### config.mk
export PLATFORM = sky130hd
export DESIGN_NAME = pw_top
export DESIGN_NICKNAME = d
export VERILOG_FILES = /design/src/pw_pkg.sv /design/src/pw_regs.sv /design/src/fe_rx_front.sv /design/src/pattern_match.sv /design/src/trigger_gen.sv /design/src/capture_out.sv /design/src/pw_top.sv
export SDC_FILE = /design/constraint.sdc
export NUM_CORES = 1
export LEC_CHECK = 0
export ABC_CLOCK_PERIOD_IN_PS = 2900
export BUFFER_PORTS_ARGS = -buffer_cell sky130_fd_sc_hd__buf_4
export CAP_MARGIN = 20
export CELL_PAD_IN_SITES_DETAIL_PLACEMENT = 1
export CELL_PAD_IN_SITES_GLOBAL_PLACEMENT = 1
export CORE_AREA = 2 2 190 136
export CTS_CLUSTER_DIAMETER = 30
export DETAILED_ROUTE_END_ITERATION = 16
export DIE_AREA = 0 0 192 138
export GPL_TIMING_DRIVEN = 0
export PLACE_DENSITY_LB_ADDON = 0.1
export SLEW_MARGIN = 0
export SYNTH_ARGS = -nofsm -noshare
export SYNTH_HDL_FRONTEND = slang
export SYNTH_SLANG_ARGS = --single-unit
### constraint.sdc
create_clock -name fe_clk_i -period 2.9 [get_ports fe_clk_i]
set_clock_uncertainty 0.15 [all_clocks]
set_input_delay 0.58 -clock fe_clk_i [delete_from_list [all_inputs] [get_ports fe_clk_i]]
set_output_delay 0.58 -clock fe_clk_i [all_outputs]
set_load 0.01 [all_outputs]
### src/pw_pkg.sv
`default_nettype none

package pw_pkg;

   ////////////////////////////////////////////////////////////
   // sizes
   ////////////////////////////////////////////////////////////

   localparam int PATTERN_BYTES = 8;
   localparam int BYTE_IDX_W    = 3;   // index into the pattern bytes
   localparam int PCOUNT_W      = 4;   // 0..8 compared bytes
   localparam int TRIG_DELAY_W  = 16;
   localparam int TRIG_WIDTH_W  = 8;
   localparam int CAP_LEN_W     = 8;
   localparam int DELTA_W       = 8;   // short timestamp, saturates
   localparam int STAT_W        = 4;   // rxactive, rxerror, linestate[1:0]
   localparam int TRIG_ST_W     = 2;

   ////////////////////////////////////////////////////////////
   // register map, one byte per address
   ////////////////////////////////////////////////////////////

   localparam logic [7:0] REG_PATTERN_BASE  = 8'h00;  // 0x00..0x07
   localparam logic [7:0] REG_MASK_BASE     = 8'h08;  // 0x08..0x0f
   localparam logic [7:0] REG_PATTERN_COUNT = 8'h10;
   localparam logic [7:0] REG_TRIG_DELAY_LO = 8'h11;
   localparam logic [7:0] REG_TRIG_DELAY_HI = 8'h12;
   localparam logic [7:0] REG_TRIG_WIDTH    = 8'h13;
   localparam logic [7:0] REG_CAP_LEN       = 8'h14;
   localparam logic [7:0] REG_SPEED         = 8'h15;
   localparam logic [7:0] REG_ARM           = 8'h16;

   // link speed codes
   localparam logic [1:0] SPEED_FS   = 2'd0;
   localparam logic [1:0] SPEED_LS   = 2'd1;
   localparam logic [1:0] SPEED_HS   = 2'd2;
   localparam logic [1:0] SPEED_AUTO = 2'd3;  // no autodetect here, runs as fs

   // capture record commands
   localparam logic [1:0] CMD_DATA = 2'd0;
   localparam logic [1:0] CMD_STAT = 2'd1;

   // trigger generator states
   localparam logic [TRIG_ST_W-1:0] TRIG_ST_IDLE  = 2'd0;
   localparam logic [TRIG_ST_W-1:0] TRIG_ST_DELAY = 2'd1;
   localparam logic [TRIG_ST_W-1:0] TRIG_ST_PULSE = 2'd2;

   ////////////////////////////////////////////////////////////
   // bundles
   ////////////////////////////////////////////////////////////

   typedef struct packed {
      logic [PATTERN_BYTES-1:0][7:0] pattern;
      logic [PATTERN_BYTES-1:0][7:0] mask;     // 1 = bit is compared
      logic [PCOUNT_W-1:0]           pattern_count;
      logic [TRIG_DELAY_W-1:0]       trig_delay;
      logic [TRIG_WIDTH_W-1:0]       trig_width;
      logic [CAP_LEN_W-1:0]          cap_len;
   } pw_cfg_t;

   typedef struct packed {
      logic                  data_valid;
      logic [7:0]            data;
      logic                  first;       // byte 0 of a packet
      logic [BYTE_IDX_W-1:0] byte_idx;    // sticks at the top value
      logic                  stat_valid;
      logic [STAT_W-1:0]     status;
      logic [DELTA_W-1:0]    delta;
   } rx_event_t;

   typedef struct packed {
      logic [1:0]         cmd;
      logic [DELTA_W-1:0] delta;
      logic [7:0]         data;
   } cap_data_t;

   typedef struct packed {
      logic [1:0]         cmd;
      logic [DELTA_W-1:0] delta;
      logic [3:0]         rsvd;   // always zero
      logic [STAT_W-1:0]  status;
   } cap_stat_t;

   // 18-bit capture word, cmd tells which view applies
   typedef union packed {
      cap_data_t data;
      cap_stat_t stat;
   } cap_record_u;

endpackage

`default_nettype wire

### src/pw_regs.sv
`default_nettype none

module pw_regs (
   input  wire              fe_clk_i,
   input  wire              arst_n_i,
   input  wire              reg_write_i,
   input  wire [7:0]        reg_addr_i,
   input  wire [7:0]        reg_data_i,
   input  wire              cap_done_i,
   output pw_pkg::pw_cfg_t  cfg_o,
   output logic             armed_o,
   output logic [1:0]       xcvrsel_o,
   output logic             termsel_o
);

   logic [1:0]                    speed_q;
   logic [pw_pkg::BYTE_IDX_W-1:0] sel;

   assign sel = reg_addr_i[pw_pkg::BYTE_IDX_W-1:0];  // byte within pattern/mask

   ////////////////////////////////////////////////////////////
   // write decode
   ////////////////////////////////////////////////////////////

   always_ff @(posedge fe_clk_i or negedge arst_n_i) begin
      if (!arst_n_i) begin
         cfg_o   <= '0;
         speed_q <= pw_pkg::SPEED_FS;
         armed_o <= 1'b0;
      end else begin
         if (cap_done_i) armed_o <= 1'b0;  // capture finished
         if (reg_write_i) begin
            if (reg_addr_i[7:3] == pw_pkg::REG_PATTERN_BASE[7:3]) begin
               cfg_o.pattern[sel] <= reg_data_i;
            end else if (reg_addr_i[7:3] == pw_pkg::REG_MASK_BASE[7:3]) begin
               cfg_o.mask[sel] <= reg_data_i;
            end else begin
               case (reg_addr_i)
                  pw_pkg::REG_PATTERN_COUNT:
                     cfg_o.pattern_count <= reg_data_i[pw_pkg::PCOUNT_W-1:0];
                  pw_pkg::REG_TRIG_DELAY_LO: cfg_o.trig_delay[7:0]  <= reg_data_i;
                  pw_pkg::REG_TRIG_DELAY_HI: cfg_o.trig_delay[15:8] <= reg_data_i;
                  pw_pkg::REG_TRIG_WIDTH:    cfg_o.trig_width       <= reg_data_i;
                  pw_pkg::REG_CAP_LEN:       cfg_o.cap_len          <= reg_data_i;
                  pw_pkg::REG_SPEED:         speed_q                <= reg_data_i[1:0];
                  pw_pkg::REG_ARM: begin
                     // a re-arm in the same cycle as done wins
                     if (reg_data_i[0]) armed_o <= 1'b1;
                  end
                  default: ;
               endcase
            end
         end
      end
   end

   ////////////////////////////////////////////////////////////
   // transceiver select from the speed code
   ////////////////////////////////////////////////////////////

   always_comb begin
      case (speed_q)
         pw_pkg::SPEED_LS: begin
            xcvrsel_o = 2'b10;
            termsel_o = 1'b1;
         end
         pw_pkg::SPEED_HS: begin
            xcvrsel_o = 2'b00;
            termsel_o = 1'b0;
         end
         pw_pkg::SPEED_FS, pw_pkg::SPEED_AUTO: begin
            xcvrsel_o = 2'b01;
            termsel_o = 1'b1;
         end
      endcase
   end

endmodule

`default_nettype wire

### src/fe_rx_front.sv
`default_nettype none

module fe_rx_front (
   input  wire                fe_clk_i,
   input  wire                arst_n_i,
   input  wire [7:0]          fe_data_i,
   input  wire                fe_rxvalid_i,
   input  wire                fe_rxactive_i,
   input  wire                fe_rxerror_i,
   input  wire [1:0]          fe_linestate_i,
   input  wire                armed_i,
   output pw_pkg::rx_event_t  event_o
);

   logic [pw_pkg::STAT_W-1:0]     stat_now;
   logic [pw_pkg::STAT_W-1:0]     stat_q;    // last cycle's pin status
   logic [pw_pkg::BYTE_IDX_W-1:0] idx_q;
   logic [pw_pkg::BYTE_IDX_W-1:0] idx_now;
   logic [pw_pkg::DELTA_W-1:0]    delta_q;
   logic                          armed_q;
   logic                          pkt_start;
   logic                          stat_chg;
   logic                          any_evt;
   logic                          arm_rise;

   assign stat_now  = {fe_rxactive_i, fe_rxerror_i, fe_linestate_i};
   assign pkt_start = fe_rxactive_i & ~stat_q[pw_pkg::STAT_W-1];  // rxactive rising
   assign idx_now   = pkt_start ? '0 : idx_q;
   assign stat_chg  = (stat_now != stat_q);
   assign any_evt   = fe_rxvalid_i | stat_chg;
   assign arm_rise  = armed_i & ~armed_q;

   always_ff @(posedge fe_clk_i or negedge arst_n_i) begin
      if (!arst_n_i) begin
         stat_q  <= '0;
         idx_q   <= '0;
         delta_q <= '0;
         armed_q <= 1'b0;
         event_o <= '0;
      end else begin
         stat_q  <= stat_now;
         armed_q <= armed_i;

         // byte position inside the packet, holds at the last index
         if (fe_rxvalid_i) begin
            idx_q <= (idx_now == '1) ? idx_now : idx_now + 1'b1;
         end else if (pkt_start) begin
            idx_q <= '0;
         end

         // cycles since last event
         if (any_evt) begin
            delta_q <= {{(pw_pkg::DELTA_W-1){1'b0}}, 1'b1};
         end else if (arm_rise) begin
            delta_q <= '0;
         end else if (delta_q != '1) begin
            delta_q <= delta_q + 1'b1;
         end

         event_o.data_valid <= fe_rxvalid_i;
         event_o.data       <= fe_data_i;
         event_o.first      <= fe_rxvalid_i & (idx_now == '0);
         event_o.byte_idx   <= idx_now;
         event_o.stat_valid <= stat_chg;
         event_o.status     <= stat_now;
         event_o.delta      <= delta_q;
      end
   end

endmodule

`default_nettype wire

### src/pattern_match.sv
`default_nettype none

module pattern_match (
   input  wire                fe_clk_i,
   input  wire                arst_n_i,
   input  pw_pkg::pw_cfg_t    cfg_i,
   input  wire                armed_i,
   input  pw_pkg::rx_event_t  event_i,
   output logic               match_o
);

   logic [pw_pkg::PCOUNT_W-1:0] idx_ext;
   logic [7:0]                  pat_byte;
   logic [7:0]                  msk_byte;
   logic                        byte_ok;
   logic                        in_window;
   logic                        last_byte;
   logic                        still_now;
   logic                        still_q;   // packet matched so far
   logic                        fired_q;   // already matched this arm

   assign idx_ext  = {{(pw_pkg::PCOUNT_W-pw_pkg::BYTE_IDX_W){1'b0}}, event_i.byte_idx};
   assign pat_byte = cfg_i.pattern[event_i.byte_idx];
   assign msk_byte = cfg_i.mask[event_i.byte_idx];

   // only bits with mask set take part
   assign byte_ok   = ((event_i.data ^ pat_byte) & msk_byte) == 8'h00;
   assign in_window = idx_ext < cfg_i.pattern_count;
   assign last_byte = idx_ext == (cfg_i.pattern_count - 1'b1);
   assign still_now = (event_i.first | still_q) & byte_ok;  // byte 0 restarts

   ////////////////////////////////////////////////////////////
   // per packet match state
   ////////////////////////////////////////////////////////////

   always_ff @(posedge fe_clk_i or negedge arst_n_i) begin
      if (!arst_n_i) begin
         still_q <= 1'b0;
         fired_q <= 1'b0;
         match_o <= 1'b0;
      end else begin
         match_o <= 1'b0;
         if (event_i.data_valid && in_window) begin
            still_q <= still_now;
         end

         if (!armed_i) begin
            fired_q <= 1'b0;  // ready again for the next arm
         end else if (event_i.data_valid && in_window && last_byte &&
                      still_now && !fired_q) begin
            match_o <= 1'b1;
            fired_q <= 1'b1;
         end
      end
   end

endmodule

`default_nettype wire

### src/trigger_gen.sv
`default_nettype none

module trigger_gen (
   input  wire              fe_clk_i,
   input  wire              arst_n_i,
   input  pw_pkg::pw_cfg_t  cfg_i,
   input  wire              match_i,
   output logic             trig_o
);

   logic [pw_pkg::TRIG_ST_W-1:0]    state_q;
   logic [pw_pkg::TRIG_DELAY_W-1:0] cnt_q;      // shared by delay and width
   logic [pw_pkg::TRIG_DELAY_W-1:0] width_ext;

   assign width_ext = {{(pw_pkg::TRIG_DELAY_W-pw_pkg::TRIG_WIDTH_W){1'b0}},
                       cfg_i.trig_width};

   always_ff @(posedge fe_clk_i or negedge arst_n_i) begin
      if (!arst_n_i) begin
         state_q <= pw_pkg::TRIG_ST_IDLE;
         cnt_q   <= '0;
         trig_o  <= 1'b0;
      end else begin
         case (state_q)
            pw_pkg::TRIG_ST_IDLE: begin
               // zero width means no pulse at all
               if (match_i && cfg_i.trig_width != '0) begin
                  if (cfg_i.trig_delay == '0) begin
                     trig_o  <= 1'b1;
                     cnt_q   <= width_ext - 1'b1;
                     state_q <= pw_pkg::TRIG_ST_PULSE;
                  end else begin
                     cnt_q   <= cfg_i.trig_delay - 1'b1;
                     state_q <= pw_pkg::TRIG_ST_DELAY;
                  end
               end
            end
            pw_pkg::TRIG_ST_DELAY: begin
               if (cnt_q == '0) begin
                  trig_o  <= 1'b1;
                  cnt_q   <= width_ext - 1'b1;
                  state_q <= pw_pkg::TRIG_ST_PULSE;
               end else begin
                  cnt_q <= cnt_q - 1'b1;
               end
            end
            pw_pkg::TRIG_ST_PULSE: begin
               if (cnt_q == '0) begin
                  trig_o  <= 1'b0;
                  state_q <= pw_pkg::TRIG_ST_IDLE;
               end else begin
                  cnt_q <= cnt_q - 1'b1;
               end
            end
            default: state_q <= pw_pkg::TRIG_ST_IDLE;
         endcase
      end
   end

endmodule

`default_nettype wire

### src/capture_out.sv
`default_nettype none

module capture_out (
   input  wire                  fe_clk_i,
   input  wire                  arst_n_i,
   input  pw_pkg::pw_cfg_t      cfg_i,
   input  wire                  match_i,
   input  pw_pkg::rx_event_t    event_i,
   output logic                 capturing_o,
   output logic                 cap_valid_o,
   output pw_pkg::cap_record_u  cap_record_o,
   output logic                 cap_done_o
);

   logic [pw_pkg::CAP_LEN_W-1:0] cnt_q;     // records sent this capture
   logic [pw_pkg::CAP_LEN_W-1:0] cnt_base;
   logic [pw_pkg::CAP_LEN_W-1:0] cnt_next;
   pw_pkg::cap_record_u          rec_next;
   logic                         active;
   logic                         take_data;
   logic                         take_stat;
   logic                         emit;

   assign active    = capturing_o | match_i;  // event beside the match counts
   assign take_data = active & event_i.data_valid;
   // a status change together with a byte is carried by the data record
   assign take_stat = active & event_i.stat_valid & ~event_i.data_valid;
   assign emit      = take_data | take_stat;
   assign cnt_base  = match_i ? '0 : cnt_q;
   assign cnt_next  = cnt_base + 1'b1;

   ////////////////////////////////////////////////////////////
   // record build
   ////////////////////////////////////////////////////////////

   always_comb begin
      rec_next = '0;
      if (take_stat) begin
         rec_next.stat.cmd    = pw_pkg::CMD_STAT;
         rec_next.stat.delta  = event_i.delta;
         rec_next.stat.rsvd   = '0;
         rec_next.stat.status = event_i.status;
      end else begin
         rec_next.data.cmd   = pw_pkg::CMD_DATA;
         rec_next.data.delta = event_i.delta;
         rec_next.data.data  = event_i.data;
      end
   end

   always_ff @(posedge fe_clk_i or negedge arst_n_i) begin
      if (!arst_n_i) begin
         capturing_o <= 1'b0;
         cap_valid_o <= 1'b0;
         cap_done_o  <= 1'b0;
         cnt_q       <= '0;
      end else begin
         cap_valid_o <= emit;
         cap_done_o  <= 1'b0;
         if (match_i) capturing_o <= 1'b1;
         if (emit) begin
            cnt_q <= cnt_next;
            // cap_len of 0 wraps, giving 256 records
            if (cnt_next == cfg_i.cap_len) begin
               capturing_o <= 1'b0;
               cap_done_o  <= 1'b1;
            end
         end else if (match_i) begin
            cnt_q <= '0;
         end
      end
   end

   always_ff @(posedge fe_clk_i) begin
      if (emit) cap_record_o <= rec_next;
   end

endmodule

`default_nettype wire

### src/pw_top.sv
`default_nettype none

module pw_top (
   input  wire                  fe_clk_i,
   input  wire                  arst_n_i,
   // register write port
   input  wire                  reg_write_i,
   input  wire [7:0]            reg_addr_i,
   input  wire [7:0]            reg_data_i,
   // utmi receive side
   input  wire [7:0]            fe_data_i,
   input  wire                  fe_rxvalid_i,
   input  wire                  fe_rxactive_i,
   input  wire                  fe_rxerror_i,
   input  wire [1:0]            fe_linestate_i,
   output wire [1:0]            xcvrsel_o,
   output wire                  termsel_o,
   output wire                  trig_o,
   output wire                  armed_o,
   output wire                  capturing_o,
   output wire                  cap_valid_o,
   output pw_pkg::cap_record_u  cap_record_o
);

   pw_pkg::pw_cfg_t    cfg;
   pw_pkg::rx_event_t  rx_evt;
   wire                match;
   wire                cap_done;

   pw_regs u_regs (
      .fe_clk_i    (fe_clk_i),
      .arst_n_i    (arst_n_i),
      .reg_write_i (reg_write_i),
      .reg_addr_i  (reg_addr_i),
      .reg_data_i  (reg_data_i),
      .cap_done_i  (cap_done),
      .cfg_o       (cfg),
      .armed_o     (armed_o),
      .xcvrsel_o   (xcvrsel_o),
      .termsel_o   (termsel_o)
   );

   fe_rx_front u_fe_rx_front (
      .fe_clk_i       (fe_clk_i),
      .arst_n_i       (arst_n_i),
      .fe_data_i      (fe_data_i),
      .fe_rxvalid_i   (fe_rxvalid_i),
      .fe_rxactive_i  (fe_rxactive_i),
      .fe_rxerror_i   (fe_rxerror_i),
      .fe_linestate_i (fe_linestate_i),
      .armed_i        (armed_o),
      .event_o        (rx_evt)
   );

   pattern_match u_pattern_match (
      .fe_clk_i (fe_clk_i),
      .arst_n_i (arst_n_i),
      .cfg_i    (cfg),
      .armed_i  (armed_o),
      .event_i  (rx_evt),
      .match_o  (match)
   );

   trigger_gen u_trigger_gen (
      .fe_clk_i (fe_clk_i),
      .arst_n_i (arst_n_i),
      .cfg_i    (cfg),
      .match_i  (match),
      .trig_o   (trig_o)
   );

   capture_out u_capture_out (
      .fe_clk_i     (fe_clk_i),
      .arst_n_i     (arst_n_i),
      .cfg_i        (cfg),
      .match_i      (match),
      .event_i      (rx_evt),
      .capturing_o  (capturing_o),
      .cap_valid_o  (cap_valid_o),
      .cap_record_o (cap_record_o),
      .cap_done_o   (cap_done)
   );

endmodule

`default_nettype wire

==> PnR_summary.wiki <==
{| class="wikitable"
! Metric !! Value
|-
| Status || complete, no violations
|-
| Nets || 1197
|-
| Share of flip-flops with an asynchronous set or reset || 93.3%
|-
| Max VDD drop || 662 uV
|-
| RSZ-0062 raised after global routing || false
|-
| Largest area contributor in the synthesized netlist || dfrtp_1
|-
| Area of the die || 0.0265 mm2
|-
| Routed wirelength normalized by instance count || 23.3 um
|-
| Commonest non-fill, non-tap cell in the layout || dfrtp_1
|-
| Detailed-route wire length || 35300 um
|-
| Sink count of the clock tree || 255
|-
| Clock-pin slew of the registers on the worst-case setup and hold paths || 0.06 ns
|-
| Pwr per Cell Area || 862 mW/mm2
|-
| Design Power || 13.0 mW
|-
| Deepest level of the CTS H-tree || 2
|-
| Static power due to leakage || 6.98 nW
|-
| Area used by multi-input combinational logic || between 0.005 and 0.006 mm2
|-
| Post-layout utilization of the core || 60.1%
|-
| Post-synthesis instance total || 1033
|-
| Sequential share of the synthesized area || 52.3%
|-
| Crit path kind || flip-flop to flip-flop
|-
| Number of maximum-capacitance violations || 0
|-
| Number of enable flip-flop cells after synthesis || 17
|-
| Dominant combinational cell family by area after synthesis || multiplexers
|-
| Count of synthesis-stage warnings from yosys || 0
|-
| Reg area || 0.00647 mm2
|-
| DP Wirelength || 23800 um
|-
| Final worst setup slack || 0.0661 ns
|-
| Worst slack on hold paths || about 0.023 ns
|-
| GRT overflow || 0
|-
| Signal arrival time at the worst endpoint || 3.16 ns
|-
| Area fraction of the dominant cell type after synthesis || 48.2%
|-
| Via density per instance || 5.84
|-
| First-pass GRT wire length || 55500 um
|-
| Worst slew margin relative to its limit || between 40 and 50%
|-
| Flip-flop and latch count after synthesis || roughly 260
|-
| Simple-Gate Fraction of Synth Area || 11.7%
|-
| Crit path required time || between 3 and 4 ns
|-
| Net Count, Synth || ~1100
|-
| Netlist area before placement || 0.0124 mm2
|-
| Number of design-rule violations left by the first detailed-router iteration || 506
|-
| Post-Syn Area per Cell || 12.0 um2
|-
| Critical Path Fanout Max || 8
|-
| Die boundary height || 138 um
|-
| Maximum number of pins on one net before global-route repair || roughly 110
|-
| Via count of the first global-routing pass || between 9000 and 10000
|-
| Aggregate global-route resource usage || 27.6%
|-
| Synthesized-area fraction occupied by ao, oa, aoi and oai cells || 8.24%
|-
| Number of antenna-violating nets in the routed design || 0
|-
| Fraction of the cycle the final worst path needs || between 90% and 100%
|-
| Number of buffers on the longest clock path || 3
|-
| Xor and xnor fraction of the mapped netlist area || 5.24%
|-
| Number of pins with negative max-slew slack in the final report || 0
|-
| Layout filler cell count || 2490
|-
| Placement Rows || 49
|-
| Number of I/O pins || 57
|-
| Top library cells by usage in the layout, fill and taps aside || dfrtp_1, mux2_2, nand2_1
|-
| Via Count || 8836
|-
| Number of I/O port buffers || 51
|-
| Inserted Clock Buffers || 45
|-
| Clock network latency to the later pin of the worst-skew pair || approximately 0.55 ns
|-
| Die width || 192 um
|-
| Critical path capture point type || flip-flop
|-
| Pre-CTS setup slack || -0.453 ns
|-
| Worst hold path class || input pin to flip-flop
|-
| Actual slew at the worst max-slew pin || 0.844 ns
|-
| Setup violations, final || 0
|-
| Multiplexer area fraction after synthesis || 18.0%
|-
| Count of endpoints failing hold in the final timing report || 0
|-
| Initial Util || roughly 50%
|-
| Share of layout cells above drive strength 1 || between 20% and 30%
|-
| Area contributors post-synth || dfrtp_1, mux2_2, edfxtp_1
|-
| Clock tree from TritonCTS || done
|-
| Gp weighted congestion || 0.868
|-
| Remaining DRCs || 0
|-
| Number of antenna cells inserted || 0
|-
| Startpoint types || flip-flop
|-
| Final min period || 2.83 ns
|-
| Adder-cell share of the synthesized area || 1.82%
|-
| Predominant post-synthesis flop cell || dfrtp_1
|-
| Max Freq || 353 MHz
|-
| Root cell of the clock tree || clkbuf_16
|-
| Synthesis-to-finish area growth || 21.6%
|-
| Number of distinct library cells after synthesis || 75
|-
| Antenna violations before repair || 0
|-
| Core Box Area || 0.0250 mm2
|-
| Detailed-router iteration count before antenna repair || 5
|}
[per-layer routing]
layer / vias up / share of wire (%) / global-route usage, %
met4: 0 / 1.9 / 6.75
met1: 4600 / 48 / 40.8
met5: - / 0 / 0
met3: 60 / 5.0 / 5.71
li1: 3989 / - / -
met2: 187 / 45 / 41.9
[repair_timing]
| item | 4_1_cts | 5_1_grt |
|---|---|---|
| hold buffers | 11 | 0 |
| resized for setup | 5 | 14 |
| endpoints found under the hold margin | 35 | 0 |
| endpoints found under the setup margin | 7 | 13 |
| buffers inserted | 0 | 2 |
[cell usage after synthesis, types with 9 or more instances]
cell / number
mux4_2: 10
edfxtp_1: 17
xor2_1: 48
a21oi_1: 29
ha_1: 18
o21ai_0: 28
clkbuf_1: 38
nand2b_1: 11
nor2b_1: 15
nand2_1: 74
a31oi_1: 9
mux2i_1: 14
inv_1: 28
nor3_1: 24
xnor2_1: 26
o21ai_1: 14
or3_1: 11
mux2_2: 157
nand3_1: 22
nor2_1: 39
a21o_1: 9
dfrtp_1: 238
[final timing paths]
kind	to	cells after the start	slack (ns)	start
max	u_pattern_match.fired_q	8	0.07	u_fe_rx_front.event_o[23]
min	u_fe_rx_front.event_o[10]	1	0.02	fe_rxerror_i
min reg2reg	u_fe_rx_front.event_o[4]	0	0.27	u_fe_rx_front.delta_q[4]
max in group asynchronous	u_fe_rx_front.event_o[20]	4	0.93	arst_n_i
max reg2reg	u_pattern_match.fired_q	8	0.07	u_fe_rx_front.event_o[23]
min in group asynchronous	u_regs.cfg_o[144]	2	0.34	arst_n_i
[state kept, by name, summed over array words and instances, names as in the netlist]
register / count
u_capture_out.cap_done_o: 1
u_capture_out.cap_record_o: 17
u_capture_out.cap_valid_o: 1
u_capture_out.capturing_o: 1
u_capture_out.cnt_q: 8
u_fe_rx_front.armed_q: 1
u_fe_rx_front.delta_q: 8
u_fe_rx_front.event_o: 26
u_fe_rx_front.idx_q: 3
u_pattern_match.fired_q: 1
u_pattern_match.match_o: 1
u_pattern_match.still_q: 1
u_regs.armed_o: 1
u_regs.cfg_o: 164
u_regs.speed_q: 2
u_trigger_gen.cnt_q: 16
u_trigger_gen.state_q: 2
u_trigger_gen.trig_o: 1
[layout make-up]
type | count | area share, %
clock inverter | 24 | 2.02
buffer | 51 | 1.56
timing repair buffer | 68 | 4.05
sequential | 255 | 43.0
inverter | 28 | 0.699
multi-input combinational | 698 | 37.3
tap | 331 | 2.75
clock buffer | 59 | 8.60
[report_power, final]
group	switching (mW)	internal, mW
clock network	1.86	3.68
logic	1.88	1.20
registers	0.317	4.02
total	4.06	8.89
[kinds of logic (layout without fill, tap and decap cells)]
family                     count (synthesis)  in the layout
AOI/OAI and AO/OA                        154            154
DFF                                      255            255
muxes                                    189            189
adders and majority gates                 18             18
buffers and inverters                     80            230
xor gates and xnor gates                  74             74
other                                      1              1
and+or+nand+nor                          262            262
[metrics by stage]
step	setup TNS [ns]	cells	area, um2
final	0	1514	15000
after global routing	0	1514	15000
after CTS	0	1512	15000
after detailed placement	-4.23	1419	13300
after global placement	-206.36	1415	13200
after floorplan	0	1033	12400
[worst max-delay path: stages, from the launching register on]
cell and delay, ns:
dfrtp_1 0.32, clkbuf_1 0.53, xor2_1 0.15, a22oi_1 0.46
a211oi_1 0.18, nor3_1 0.25, nand4_1 0.25, a21boi_1 0.30
a22o_1 0.17
(Power assumes the default switching activity.)
